**src/rtl/core_types_pkg.sv**
```systemverilog
`default_nettype none

package core_types_pkg;

    // base machine word
    localparam int XLEN = 32;

    // architectural register count and index width
    localparam int NUM_REGS = 32;
    localparam int REG_ADDR_W = $clog2(NUM_REGS);

    // sequence id carried along with each instruction
    localparam int INST_ID_W = 64;

    // data or address word
    typedef logic [XLEN-1:0] word_t;

    // register index, rs1/rs2/rd
    typedef logic [REG_ADDR_W-1:0] reg_addr_t;

    // instruction sequence id
    typedef logic [INST_ID_W-1:0] inst_id_t;

endpackage

`default_nettype wire

```
**src/rtl/ctrl_pkg.sv**
```systemverilog
`default_nettype none

package ctrl_pkg;

    localparam int OP_SEL_W = 4;
    localparam int WB_SEL_W = 2;
    localparam int OPCODE_W = 7;

    typedef logic [OP_SEL_W-1:0] op_sel_t;
    typedef logic [WB_SEL_W-1:0] wb_sel_t;
    typedef logic [OPCODE_W-1:0] opcode_t;

    // op1 sources
    localparam op_sel_t OP1_RS1 = 4'd0;
    localparam op_sel_t OP1_PC  = 4'd1;
    localparam op_sel_t OP1_IMZ = 4'd2;
    localparam op_sel_t OP1_X   = 4'd3;

    // op2 sources
    localparam op_sel_t OP2_RS2W = 4'd0;
    localparam op_sel_t OP2_IMI  = 4'd1;
    localparam op_sel_t OP2_IMS  = 4'd2;
    localparam op_sel_t OP2_IMJ  = 4'd3;
    localparam op_sel_t OP2_IMU  = 4'd4;
    localparam op_sel_t OP2_X    = 4'd5;

    // write-back source
    localparam wb_sel_t WB_ALU = 2'd0;
    localparam wb_sel_t WB_MEM = 2'd1;
    localparam wb_sel_t WB_PC  = 2'd2;
    localparam wb_sel_t WB_CSR = 2'd3;

    // RV32I major opcodes
    localparam opcode_t OPC_OP     = 7'b0110011;
    localparam opcode_t OPC_OP_IMM = 7'b0010011;
    localparam opcode_t OPC_LOAD   = 7'b0000011;
    localparam opcode_t OPC_STORE  = 7'b0100011;
    localparam opcode_t OPC_BRANCH = 7'b1100011;
    localparam opcode_t OPC_JAL    = 7'b1101111;
    localparam opcode_t OPC_JALR   = 7'b1100111;
    localparam opcode_t OPC_LUI    = 7'b0110111;
    localparam opcode_t OPC_AUIPC  = 7'b0010111;
    localparam opcode_t OPC_SYSTEM = 7'b1110011;

endpackage

`default_nettype wire

```
**src/rtl/fwd_if.sv**
```systemverilog
`timescale 1ns/1ns
`default_nettype none

interface fwd_if;

    import core_types_pkg::*;

    // stage holds a register-writing instruction
    logic valid;
    // result is final and may be forwarded
    logic can_forward;
    reg_addr_t addr;
    word_t wdata;

    modport src (
        output valid,
        output can_forward,
        output addr,
        output wdata
    );

    modport dst (
        input valid,
        input can_forward,
        input addr,
        input wdata
    );

endinterface

`default_nettype wire

```
**src/rtl/ctrl_if.sv**
```systemverilog
`timescale 1ns/1ns
`default_nettype none

interface ctrl_if;

    import core_types_pkg::*;
    import ctrl_pkg::*;

    logic ds_valid;
    word_t pc;
    word_t inst;
    inst_id_t inst_id;
    op_sel_t op1_sel;
    op_sel_t op2_sel;
    logic rf_wen;
    reg_addr_t wb_addr;
    wb_sel_t wb_sel;
    logic mem_wen;
    // immediates, already extended
    word_t imm_i;
    word_t imm_s;
    word_t imm_j;
    word_t imm_u;
    word_t imm_z;

    modport dec (
        output ds_valid, pc, inst, inst_id,
        output op1_sel, op2_sel, rf_wen, wb_addr, wb_sel, mem_wen,
        output imm_i, imm_s, imm_j, imm_u, imm_z
    );

    modport sel (
        input ds_valid, pc, inst, inst_id,
        input op1_sel, op2_sel, rf_wen, wb_addr, wb_sel, mem_wen,
        input imm_i, imm_s, imm_j, imm_u, imm_z
    );

endinterface

`default_nettype wire

```
**src/rtl/inst_decoder.sv**
```systemverilog
`timescale 1ns/1ns
`default_nettype none

module inst_decoder (
    input logic clk,
    input logic reset,
    input logic stall,
    input logic fetch_valid,
    input core_types_pkg::word_t fetch_pc,
    input core_types_pkg::word_t fetch_inst,
    input core_types_pkg::inst_id_t fetch_inst_id,
    ctrl_if.dec ctrl
);

    import core_types_pkg::*;
    import ctrl_pkg::*;

    logic ds_valid_q;
    word_t pc_q;
    word_t inst_q;
    inst_id_t inst_id_q;

    opcode_t opcode;

    // decode register, frozen while stalled
    always_ff @(posedge clk) begin
        if (reset) begin
            ds_valid_q <= 1'b0;
            pc_q <= '0;
            inst_q <= '0;
            inst_id_q <= '0;
        end else if (!stall) begin
            ds_valid_q <= fetch_valid;
            pc_q <= fetch_pc;
            inst_q <= fetch_inst;
            inst_id_q <= fetch_inst_id;
        end
    end

    assign opcode = inst_q[6:0];

    assign ctrl.ds_valid = ds_valid_q;
    assign ctrl.pc = pc_q;
    assign ctrl.inst = inst_q;
    assign ctrl.inst_id = inst_id_q;
    assign ctrl.wb_addr = inst_q[11:7];

    // immediate formats
    assign ctrl.imm_i = {{20{inst_q[31]}}, inst_q[31:20]};
    assign ctrl.imm_s = {{20{inst_q[31]}}, inst_q[31:25], inst_q[11:7]};
    assign ctrl.imm_j = {{12{inst_q[31]}}, inst_q[19:12], inst_q[20], inst_q[30:21], 1'b0};
    assign ctrl.imm_u = {inst_q[31:12], 12'b0};
    // csr zimm is the rs1 field, zero extended
    assign ctrl.imm_z = {27'b0, inst_q[19:15]};

    always_comb begin
        ctrl.op1_sel = OP1_X;
        ctrl.op2_sel = OP2_X;
        ctrl.rf_wen = 1'b0;
        ctrl.wb_sel = WB_ALU;
        ctrl.mem_wen = 1'b0;
        case (opcode)
            OPC_OP: begin
                ctrl.op1_sel = OP1_RS1;
                ctrl.op2_sel = OP2_RS2W;
                ctrl.rf_wen = 1'b1;
            end
            OPC_OP_IMM: begin
                ctrl.op1_sel = OP1_RS1;
                ctrl.op2_sel = OP2_IMI;
                ctrl.rf_wen = 1'b1;
            end
            OPC_LOAD: begin
                ctrl.op1_sel = OP1_RS1;
                ctrl.op2_sel = OP2_IMI;
                ctrl.rf_wen = 1'b1;
                ctrl.wb_sel = WB_MEM;
            end
            OPC_STORE: begin
                ctrl.op1_sel = OP1_RS1;
                ctrl.op2_sel = OP2_IMS;
                ctrl.mem_wen = 1'b1;
            end
            OPC_BRANCH: begin
                ctrl.op1_sel = OP1_RS1;
                ctrl.op2_sel = OP2_RS2W;
            end
            OPC_JAL: begin
                ctrl.op1_sel = OP1_PC;
                ctrl.op2_sel = OP2_IMJ;
                ctrl.rf_wen = 1'b1;
                ctrl.wb_sel = WB_PC;
            end
            OPC_JALR: begin
                ctrl.op1_sel = OP1_RS1;
                ctrl.op2_sel = OP2_IMI;
                ctrl.rf_wen = 1'b1;
                ctrl.wb_sel = WB_PC;
            end
            OPC_LUI: begin
                ctrl.op2_sel = OP2_IMU;
                ctrl.rf_wen = 1'b1;
            end
            OPC_AUIPC: begin
                ctrl.op1_sel = OP1_PC;
                ctrl.op2_sel = OP2_IMU;
                ctrl.rf_wen = 1'b1;
            end
            OPC_SYSTEM: begin
                ctrl.op1_sel = OP1_IMZ;
                ctrl.rf_wen = 1'b1;
                ctrl.wb_sel = WB_CSR;
            end
            default: begin
                // unknown opcode writes nothing
                ctrl.rf_wen = 1'b0;
            end
        endcase
    end

endmodule

`default_nettype wire

```
**src/rtl/reg_file.sv**
```systemverilog
`timescale 1ns/1ns
`default_nettype none

module reg_file (
    input logic clk,
    input logic reset,
    input core_types_pkg::reg_addr_t rs1_addr,
    input core_types_pkg::reg_addr_t rs2_addr,
    output core_types_pkg::word_t rs1_data,
    output core_types_pkg::word_t rs2_data,
    input logic wen,
    input core_types_pkg::reg_addr_t waddr,
    input core_types_pkg::word_t wdata
);

    import core_types_pkg::*;

    word_t regs [NUM_REGS];

    always_ff @(posedge clk) begin
        if (reset) begin
            for (int i = 0; i < NUM_REGS; i++) begin
                regs[i] <= '0;
            end
        end else if (wen && waddr != '0) begin
            regs[waddr] <= wdata;
        end
    end

    // x0 hardwired to zero
    // same-cycle write is not bypassed here
    assign rs1_data = (rs1_addr == '0) ? '0 : regs[rs1_addr];
    assign rs2_data = (rs2_addr == '0) ? '0 : regs[rs2_addr];

endmodule

`default_nettype wire

```
**src/rtl/data_select_stage.sv**
```systemverilog
`timescale 1ns/1ns
`default_nettype none

module data_select_stage (
    ctrl_if.sel ctrl,
    fwd_if.dst fw_exe,
    fwd_if.dst fw_mem,
    fwd_if.dst fw_wb,
    output core_types_pkg::reg_addr_t rs1_addr,
    output core_types_pkg::reg_addr_t rs2_addr,
    input core_types_pkg::word_t rf_rs1_data,
    input core_types_pkg::word_t rf_rs2_data,
    output logic stall,
    output logic exe_valid,
    output core_types_pkg::word_t exe_pc,
    output core_types_pkg::word_t exe_inst,
    output core_types_pkg::inst_id_t exe_inst_id,
    output core_types_pkg::word_t exe_op1_data,
    output core_types_pkg::word_t exe_op2_data,
    output core_types_pkg::word_t exe_rs2_data,
    output logic exe_rf_wen,
    output core_types_pkg::reg_addr_t exe_wb_addr,
    output ctrl_pkg::wb_sel_t exe_wb_sel,
    output logic exe_mem_wen
);

    import core_types_pkg::*;
    import ctrl_pkg::*;

    logic exe_rs1, exe_rs2;
    logic mem_rs1, mem_rs2;
    logic wb_rs1, wb_rs2;
    word_t rs1_data, rs2_data;

    // stage result targets this source register
    function automatic logic src_match(input logic valid, input reg_addr_t addr,
                                       input reg_addr_t rs);
        return valid && (addr == rs) && (rs != '0);
    endfunction

    assign rs1_addr = ctrl.inst[19:15];
    assign rs2_addr = ctrl.inst[24:20];

    assign exe_rs1 = src_match(fw_exe.valid, fw_exe.addr, rs1_addr);
    assign exe_rs2 = src_match(fw_exe.valid, fw_exe.addr, rs2_addr);
    assign mem_rs1 = src_match(fw_mem.valid, fw_mem.addr, rs1_addr);
    assign mem_rs2 = src_match(fw_mem.valid, fw_mem.addr, rs2_addr);
    assign wb_rs1 = src_match(fw_wb.valid, fw_wb.addr, rs1_addr);
    assign wb_rs2 = src_match(fw_wb.valid, fw_wb.addr, rs2_addr);

    // any matching stage without a final result holds us
    assign stall = ctrl.ds_valid && (
        (!fw_exe.can_forward && (exe_rs1 || exe_rs2)) ||
        (!fw_mem.can_forward && (mem_rs1 || mem_rs2)) ||
        (!fw_wb.can_forward && (wb_rs1 || wb_rs2)));

    // youngest forwardable value first, exe never supplies data
    always_comb begin
        if (rs1_addr == '0) begin
            rs1_data = '0;
        end else if (mem_rs1) begin
            rs1_data = fw_mem.wdata;
        end else if (wb_rs1) begin
            rs1_data = fw_wb.wdata;
        end else begin
            rs1_data = rf_rs1_data;
        end
    end

    always_comb begin
        if (rs2_addr == '0) begin
            rs2_data = '0;
        end else if (mem_rs2) begin
            rs2_data = fw_mem.wdata;
        end else if (wb_rs2) begin
            rs2_data = fw_wb.wdata;
        end else begin
            rs2_data = rf_rs2_data;
        end
    end

    always_comb begin
        case (ctrl.op1_sel)
            OP1_RS1: exe_op1_data = rs1_data;
            OP1_PC: exe_op1_data = ctrl.pc;
            OP1_IMZ: exe_op1_data = ctrl.imm_z;
            default: exe_op1_data = '0;
        endcase
    end

    always_comb begin
        case (ctrl.op2_sel)
            OP2_RS2W: exe_op2_data = rs2_data;
            OP2_IMI: exe_op2_data = ctrl.imm_i;
            OP2_IMS: exe_op2_data = ctrl.imm_s;
            OP2_IMJ: exe_op2_data = ctrl.imm_j;
            OP2_IMU: exe_op2_data = ctrl.imm_u;
            default: exe_op2_data = '0;
        endcase
    end

    // store data always travels on rs2
    assign exe_rs2_data = rs2_data;

    assign exe_valid = ctrl.ds_valid && !stall;
    assign exe_pc = ctrl.pc;
    assign exe_inst = ctrl.inst;
    assign exe_inst_id = ctrl.inst_id;
    assign exe_rf_wen = ctrl.rf_wen;
    assign exe_wb_addr = ctrl.wb_addr;
    assign exe_wb_sel = ctrl.wb_sel;
    assign exe_mem_wen = ctrl.mem_wen;

endmodule

`default_nettype wire

```
**src/rtl/operand_unit.sv**
```systemverilog
`timescale 1ns/1ns
`default_nettype none

module operand_unit (
    input logic clk,
    input logic reset,
    input logic fetch_valid,
    input core_types_pkg::word_t fetch_pc,
    input core_types_pkg::word_t fetch_inst,
    input core_types_pkg::inst_id_t fetch_inst_id,
    input logic rf_wen,
    input core_types_pkg::reg_addr_t rf_waddr,
    input core_types_pkg::word_t rf_wdata,
    input logic fwd_exe_valid,
    input logic fwd_exe_can_forward,
    input core_types_pkg::reg_addr_t fwd_exe_addr,
    input core_types_pkg::word_t fwd_exe_wdata,
    input logic fwd_mem_valid,
    input logic fwd_mem_can_forward,
    input core_types_pkg::reg_addr_t fwd_mem_addr,
    input core_types_pkg::word_t fwd_mem_wdata,
    input logic fwd_wb_valid,
    input logic fwd_wb_can_forward,
    input core_types_pkg::reg_addr_t fwd_wb_addr,
    input core_types_pkg::word_t fwd_wb_wdata,
    output logic stall,
    output logic exe_valid,
    output core_types_pkg::word_t exe_pc,
    output core_types_pkg::word_t exe_inst,
    output core_types_pkg::inst_id_t exe_inst_id,
    output core_types_pkg::word_t exe_op1_data,
    output core_types_pkg::word_t exe_op2_data,
    output core_types_pkg::word_t exe_rs2_data,
    output logic exe_rf_wen,
    output core_types_pkg::reg_addr_t exe_wb_addr,
    output ctrl_pkg::wb_sel_t exe_wb_sel,
    output logic exe_mem_wen
);

    import core_types_pkg::*;

    reg_addr_t rs1_addr, rs2_addr;
    word_t rs1_data, rs2_data;

    fwd_if fw_exe ();
    fwd_if fw_mem ();
    fwd_if fw_wb ();
    ctrl_if ctrl_bus ();

    // later-stage bundles come in as plain ports
    assign fw_exe.valid = fwd_exe_valid;
    assign fw_exe.can_forward = fwd_exe_can_forward;
    assign fw_exe.addr = fwd_exe_addr;
    assign fw_exe.wdata = fwd_exe_wdata;
    assign fw_mem.valid = fwd_mem_valid;
    assign fw_mem.can_forward = fwd_mem_can_forward;
    assign fw_mem.addr = fwd_mem_addr;
    assign fw_mem.wdata = fwd_mem_wdata;
    assign fw_wb.valid = fwd_wb_valid;
    assign fw_wb.can_forward = fwd_wb_can_forward;
    assign fw_wb.addr = fwd_wb_addr;
    assign fw_wb.wdata = fwd_wb_wdata;

    inst_decoder i_decoder (
        .clk(clk),
        .reset(reset),
        .stall(stall),
        .fetch_valid(fetch_valid),
        .fetch_pc(fetch_pc),
        .fetch_inst(fetch_inst),
        .fetch_inst_id(fetch_inst_id),
        .ctrl(ctrl_bus)
    );

    reg_file i_reg_file (
        .clk(clk),
        .reset(reset),
        .rs1_addr(rs1_addr),
        .rs2_addr(rs2_addr),
        .rs1_data(rs1_data),
        .rs2_data(rs2_data),
        .wen(rf_wen),
        .waddr(rf_waddr),
        .wdata(rf_wdata)
    );

    data_select_stage i_data_select (
        .ctrl(ctrl_bus),
        .fw_exe(fw_exe),
        .fw_mem(fw_mem),
        .fw_wb(fw_wb),
        .rs1_addr(rs1_addr),
        .rs2_addr(rs2_addr),
        .rf_rs1_data(rs1_data),
        .rf_rs2_data(rs2_data),
        .stall(stall),
        .exe_valid(exe_valid),
        .exe_pc(exe_pc),
        .exe_inst(exe_inst),
        .exe_inst_id(exe_inst_id),
        .exe_op1_data(exe_op1_data),
        .exe_op2_data(exe_op2_data),
        .exe_rs2_data(exe_rs2_data),
        .exe_rf_wen(exe_rf_wen),
        .exe_wb_addr(exe_wb_addr),
        .exe_wb_sel(exe_wb_sel),
        .exe_mem_wen(exe_mem_wen)
    );

endmodule

`default_nettype wire

```
**config.mk**
```make
export PLATFORM = sky130hd
export DESIGN_NAME = operand_unit
export DESIGN_NICKNAME = d
export VERILOG_FILES = /design/src/rtl/core_types_pkg.sv /design/src/rtl/ctrl_pkg.sv /design/src/rtl/fwd_if.sv /design/src/rtl/ctrl_if.sv /design/src/rtl/inst_decoder.sv /design/src/rtl/reg_file.sv /design/src/rtl/data_select_stage.sv /design/src/rtl/operand_unit.sv
export SDC_FILE = /design/constraint.sdc
export NUM_CORES = 2
export LEC_CHECK = 0
export BUFFER_PORTS_ARGS = -buffer_cell sky130_fd_sc_hd__clkbuf_2
export CAP_MARGIN = 20
export CORE_AREA = 4 4 397 399
export CTS_BUF_LIST = sky130_fd_sc_hd__clkbuf_4 sky130_fd_sc_hd__clkbuf_8
export DETAILED_ROUTE_END_ITERATION = 8
export DIE_AREA = 0 0 401 403
export PLACE_DENSITY = 0.67
export SETUP_SLACK_MARGIN = 0.3
export SYNTH_ARGS = -nofsm -noshare
export SYNTH_HDL_FRONTEND = slang
export SYNTH_SLANG_ARGS = --single-unit
```
**constraint.sdc**
```tcl
create_clock -name clk -period 6 [get_ports clk]
set_clock_uncertainty 0.05 [all_clocks]
set_input_delay 0.6 -clock clk [delete_from_list [all_inputs] [get_ports clk]]
set_output_delay 0.6 -clock clk [all_outputs]
set_load 0.005 [all_outputs]
```
==> impl_metrics.env <==
export IMPL_die_width_microns=401
export IMPL_antenna_found_initial=46
export IMPL_ioPinCount=521
export IMPL_slew_headroom_pct=11.1
export IMPL_reg2reg_to="i_decoder.ctrl.pc[24]$_SDFFE_PP0N_"
export IMPL_reg2reg_depth=8
export IMPL_startpoint_type="register"
export IMPL_grt_pass1_wl_mm=348
export IMPL_synth_top_flop_cell="edfxtp_1"
export IMPL_maxCapViolCount=0
export IMPL_synth_edff_count=1024
export IMPL_nFillCells=13500
export IMPL_critPathSlowestCell="nor2b_4"
export IMPL_hpwl_mm=164
export IMPL_fin_crit_sh_pct=93.4
export IMPL_worstSkewPairLatency_ns=0.95
export IMPL_clk_pin_slew_worst_paths_ns=0.06
export IMPL_tns_ns=0
export IMPL_cts_resized=0
export IMPL_syn_area_sq_um=62800
export IMPL_place_gp_congestion=0.943
export IMPL_fp_row_count=144
export IMPL_synth_top_area_share_pct=49.0
export IMPL_final_cells=7333
export IMPL_synth_cells=4589
export IMPL_tightest_slew_ns=1.33
export IMPL_clock_path_buffers=3
export IMPL_drt_initial_drc_count=6688
export IMPL_port_buffers=488
export IMPL_critPathRequiredTime_ns=5.35
export IMPL_r2r_slack_ns=2.03
export IMPL_async_flop_share_pct=0
export IMPL_r2r_start="i_decoder.ctrl.inst[16]$_SDFFE_PP0N_"
export IMPL_p_per_area_nw_per_um2=264
export IMPL_syn_to_final_growth_pct=15.8
export IMPL_violations="DRC"
export IMPL_routed_via_count=46100
export IMPL_critPathMaxStageDelay_ns=1.07
export IMPL_avgSynthCellArea_sq_um=13.7
export IMPL_hold_viol=0
export IMPL_core_sq_um=154000
export IMPL_finalMaxSlewViolations=0
export IMPL_hold_path_endpoint="i_decoder.ctrl.pc[11]$_SDFFE_PP0N_"
export IMPL_wl_per_cell_microns=34.2
export IMPL_synth_cell_type_count=67
export IMPL_synth_area_leaders="edfxtp_1 (49%), mux4_2 (16%), and2_1 (9.9%)"
export IMPL_placed_cells=6825
export IMPL_crit_type="register to output port"
export IMPL_drc=1
export IMPL_worstPathMaxFanout=33
export IMPL_whs_path_depth=3
export IMPL_layout_drive_gt1_share_pct=28.5
export IMPL_peakVddDrop_mv=0.239
export IMPL_p_leak_nw=25.5
export IMPL_clock_sinks=1163
export IMPL_initial_core_util_pct=40.8
export IMPL_seq_area_frac_synth_pct=53.4
export IMPL_post_route_min_period_ns=5.60
export IMPL_hold_start="fetch_pc[11]"
export IMPL_cts_tree="built"
export IMPL_drt_pass1_iterations=9
export IMPL_cts_root_buf="clkbuf_8"
export IMPL_overflow=0
export IMPL_ant_nets=0
export IMPL_yosys_area_top_type="edfxtp_1"
export IMPL_htree_levels=4
export IMPL_grt_usage_pct=30.3
export IMPL_critPathCaptureType="output port"
export IMPL_synth_seq_cells=1163
export IMPL_critical_path_cell_chain="nor2b_4, a22oi_1, nand3_1, nand4_1, a221oi_1, o22ai_1, clkbuf_2"
export IMPL_post_cts_setup_buffer_count=0
export IMPL_worstHoldPathType="primary input to register"
export IMPL_die_area_sq_um=162000
export IMPL_ys_warn_count=0
export IMPL_nets=5388
export IMPL_timing_fmax_mhz=179
export IMPL_grt_max_degree=131
export IMPL_grt_pass1_vias=46000
export IMPL_arrival_ns=4.95
export IMPL_die_h_microns=403
export IMPL_finalSetupViolCount=0
export IMPL_status="finished with violations"
export IMPL_cts_made_buffers=192
export IMPL_drt_wl_total_mm=251
export IMPL_rsz0062_at_grt="false"
export IMPL_vias_per_cell=6.29
==> cell usage in the layout (no fill, tap or decap), types with 31 or more instances in the layout <==
| cell type | n |
|---|---|
| clkbuf_2 | 487 |
| nand4_1 | 87 |
| mux4_2 | 435 |
| and2_1 | 994 |
| clkinv_1 | 46 |
| dfxtp_1 | 133 |
| clkinv_2 | 36 |
| nand2b_1 | 248 |
| dlygate4sd3_1 | 127 |
| nand2_1 | 31 |
| clkbuf_4 | 50 |
| mux2i_1 | 394 |
| clkbuf_8 | 199 |
| a22oi_1 | 195 |
| edfxtp_1 | 1024 |
| o21ai_0 | 34 |
| buf_4 | 137 |
| nor2_4 | 31 |
| conb_1 | 32 |
| nand3_1 | 97 |
| or2_2 | 34 |
| nor2_1 | 78 |
==> worst max-delay path by stage <==
| stage | end | start | cells after the start |
|---|---|---|---|
| final | exe_op2_data[31] | register | 7 |
| after CTS | exe_op2_data[31] | register | 7 |
| after global placement | exe_op2_data[31] | register | 7 |
| after global routing | exe_op2_data[31] | register | 7 |
| after detailed placement | exe_op2_data[31] | register | 7 |
| after floorplan | exe_op1_data[0] | register | 5 |
==> critical path: cells and delay by family (launching register included) <==
kind	cells	cell delay (ns)
simple gates	3	1.77
flops	1	0.85
buf+inv	1	0.18
compound gates	3	1.14
==> stage by stage <==
stage	cell area [sq um]	hold WS (ns)	power [W]	utilization [%]	setup slack, ns
after floorplan	62900	0.418	0.0110	-	2.91
after global placement	67600	0.413	0.0121	43.9	1.49
after detailed placement	67600	0.417	0.0122	43.9	1.51
after CTS	72600	0.00608	0.0192	47.2	0.503
after global routing	72700	0.0340	0.0197	47.2	0.307
final	72700	0.0930	0.0192	47.3	0.398
==> layout make-up <==
| type | count | area (sq um) | share of cell area, % |
|---|---|---|---|
| clock buffer | 249 | 3110 | 4.28 |
| tap | 2044 | 2560 | 3.52 |
| antenna | 29 | 72.6 | 0.0998 |
| sequential | 1163 | 33600 | 46.1 |
| timing repair buffer | 773 | 5170 | 7.11 |
| multi-input combinational | 2965 | 27600 | 37.9 |
| clock inverter | 103 | 637 | 0.876 |
| inverter | 7 | 28.8 | 0.0396 |
==> logic make-up (layout without fill, tap and decap cells) <==
family | count (synthesis) | count (layout) | share of synthesized area, %
multiplexers | 830 | 830 | 21.9
flip-flops | 1163 | 1163 | 53.4
AND/OR/NAND/NOR | 1664 | 1664 | 15.9
XOR/XNOR | 31 | 31 | 0.432
other | 1 | 61 | 0.00597
buffers and inverters | 492 | 1132 | 3.37
AO/OA/AOI/OAI | 408 | 408 | 4.99
==> state kept, by name, indices dropped and copies added, names as in the netlist, named ones only <==
signal / count
i_reg_file.regs: 1024
i_decoder.ctrl.inst_id: 64
i_decoder.ctrl.inst: 32
i_decoder.ctrl.pc: 32
i_decoder.ctrl.ds_valid: 1
==> metal layers <==
| metal | share of wire [%] | vias up | GRT usage [%] |
|---|---|---|---|
| li1 | - | 18500 | - |
| met5 | 0.037 | - | 0 |
| met2 | 46 | 3557 | 48.0 |
| met1 | 34 | 23200 | 36.3 |
| met3 | 13 | 853 | 9.25 |
| met4 | 6.9 | 14 | 18.7 |
==> power by group <==
part | total [W] | internal [W] | leakage (nW) | switching (W)
sequential | 0.00958 | 0.00925 | 10.9 | 0.000336
combinational | 0.00257 | 0.00109 | 12.6 | 0.00148
clock | 0.00703 | 0.00359 | 2.00 | 0.00345
total | 0.0192 | 0.0139 | 25.5 | 0.00526
==> cell usage after synthesis (11+ instances only) <==
cell type     n
a21oi_1      28
a221o_1      24
a221oi_1     24
a222oi_1     28
a22o_1       11
a22oi_1     195
and2_1      995
buf_1        38
buf_2        80
buf_4        18
buf_6        11
clkbuf_1    337
dfxtp_1     139
edfxtp_1   1024
mux2i_1     394
mux4_2      435
nand2_1      31
nand2b_1    248
nand3_1      97
nand4_1      87
nor2_1      108
nor3_1       19
o21ai_0      34
o21ai_1      12
o31ai_1      18
or2_2        35
xnor2_1      24
==> timing repair <==
action / in CTS / in global routing
endpoints found under the hold margin: 142 / 0
endpoints found under the setup margin: 0 / 0
hold buffers: 127 / 0
Power figures use the tool's default switching activity.
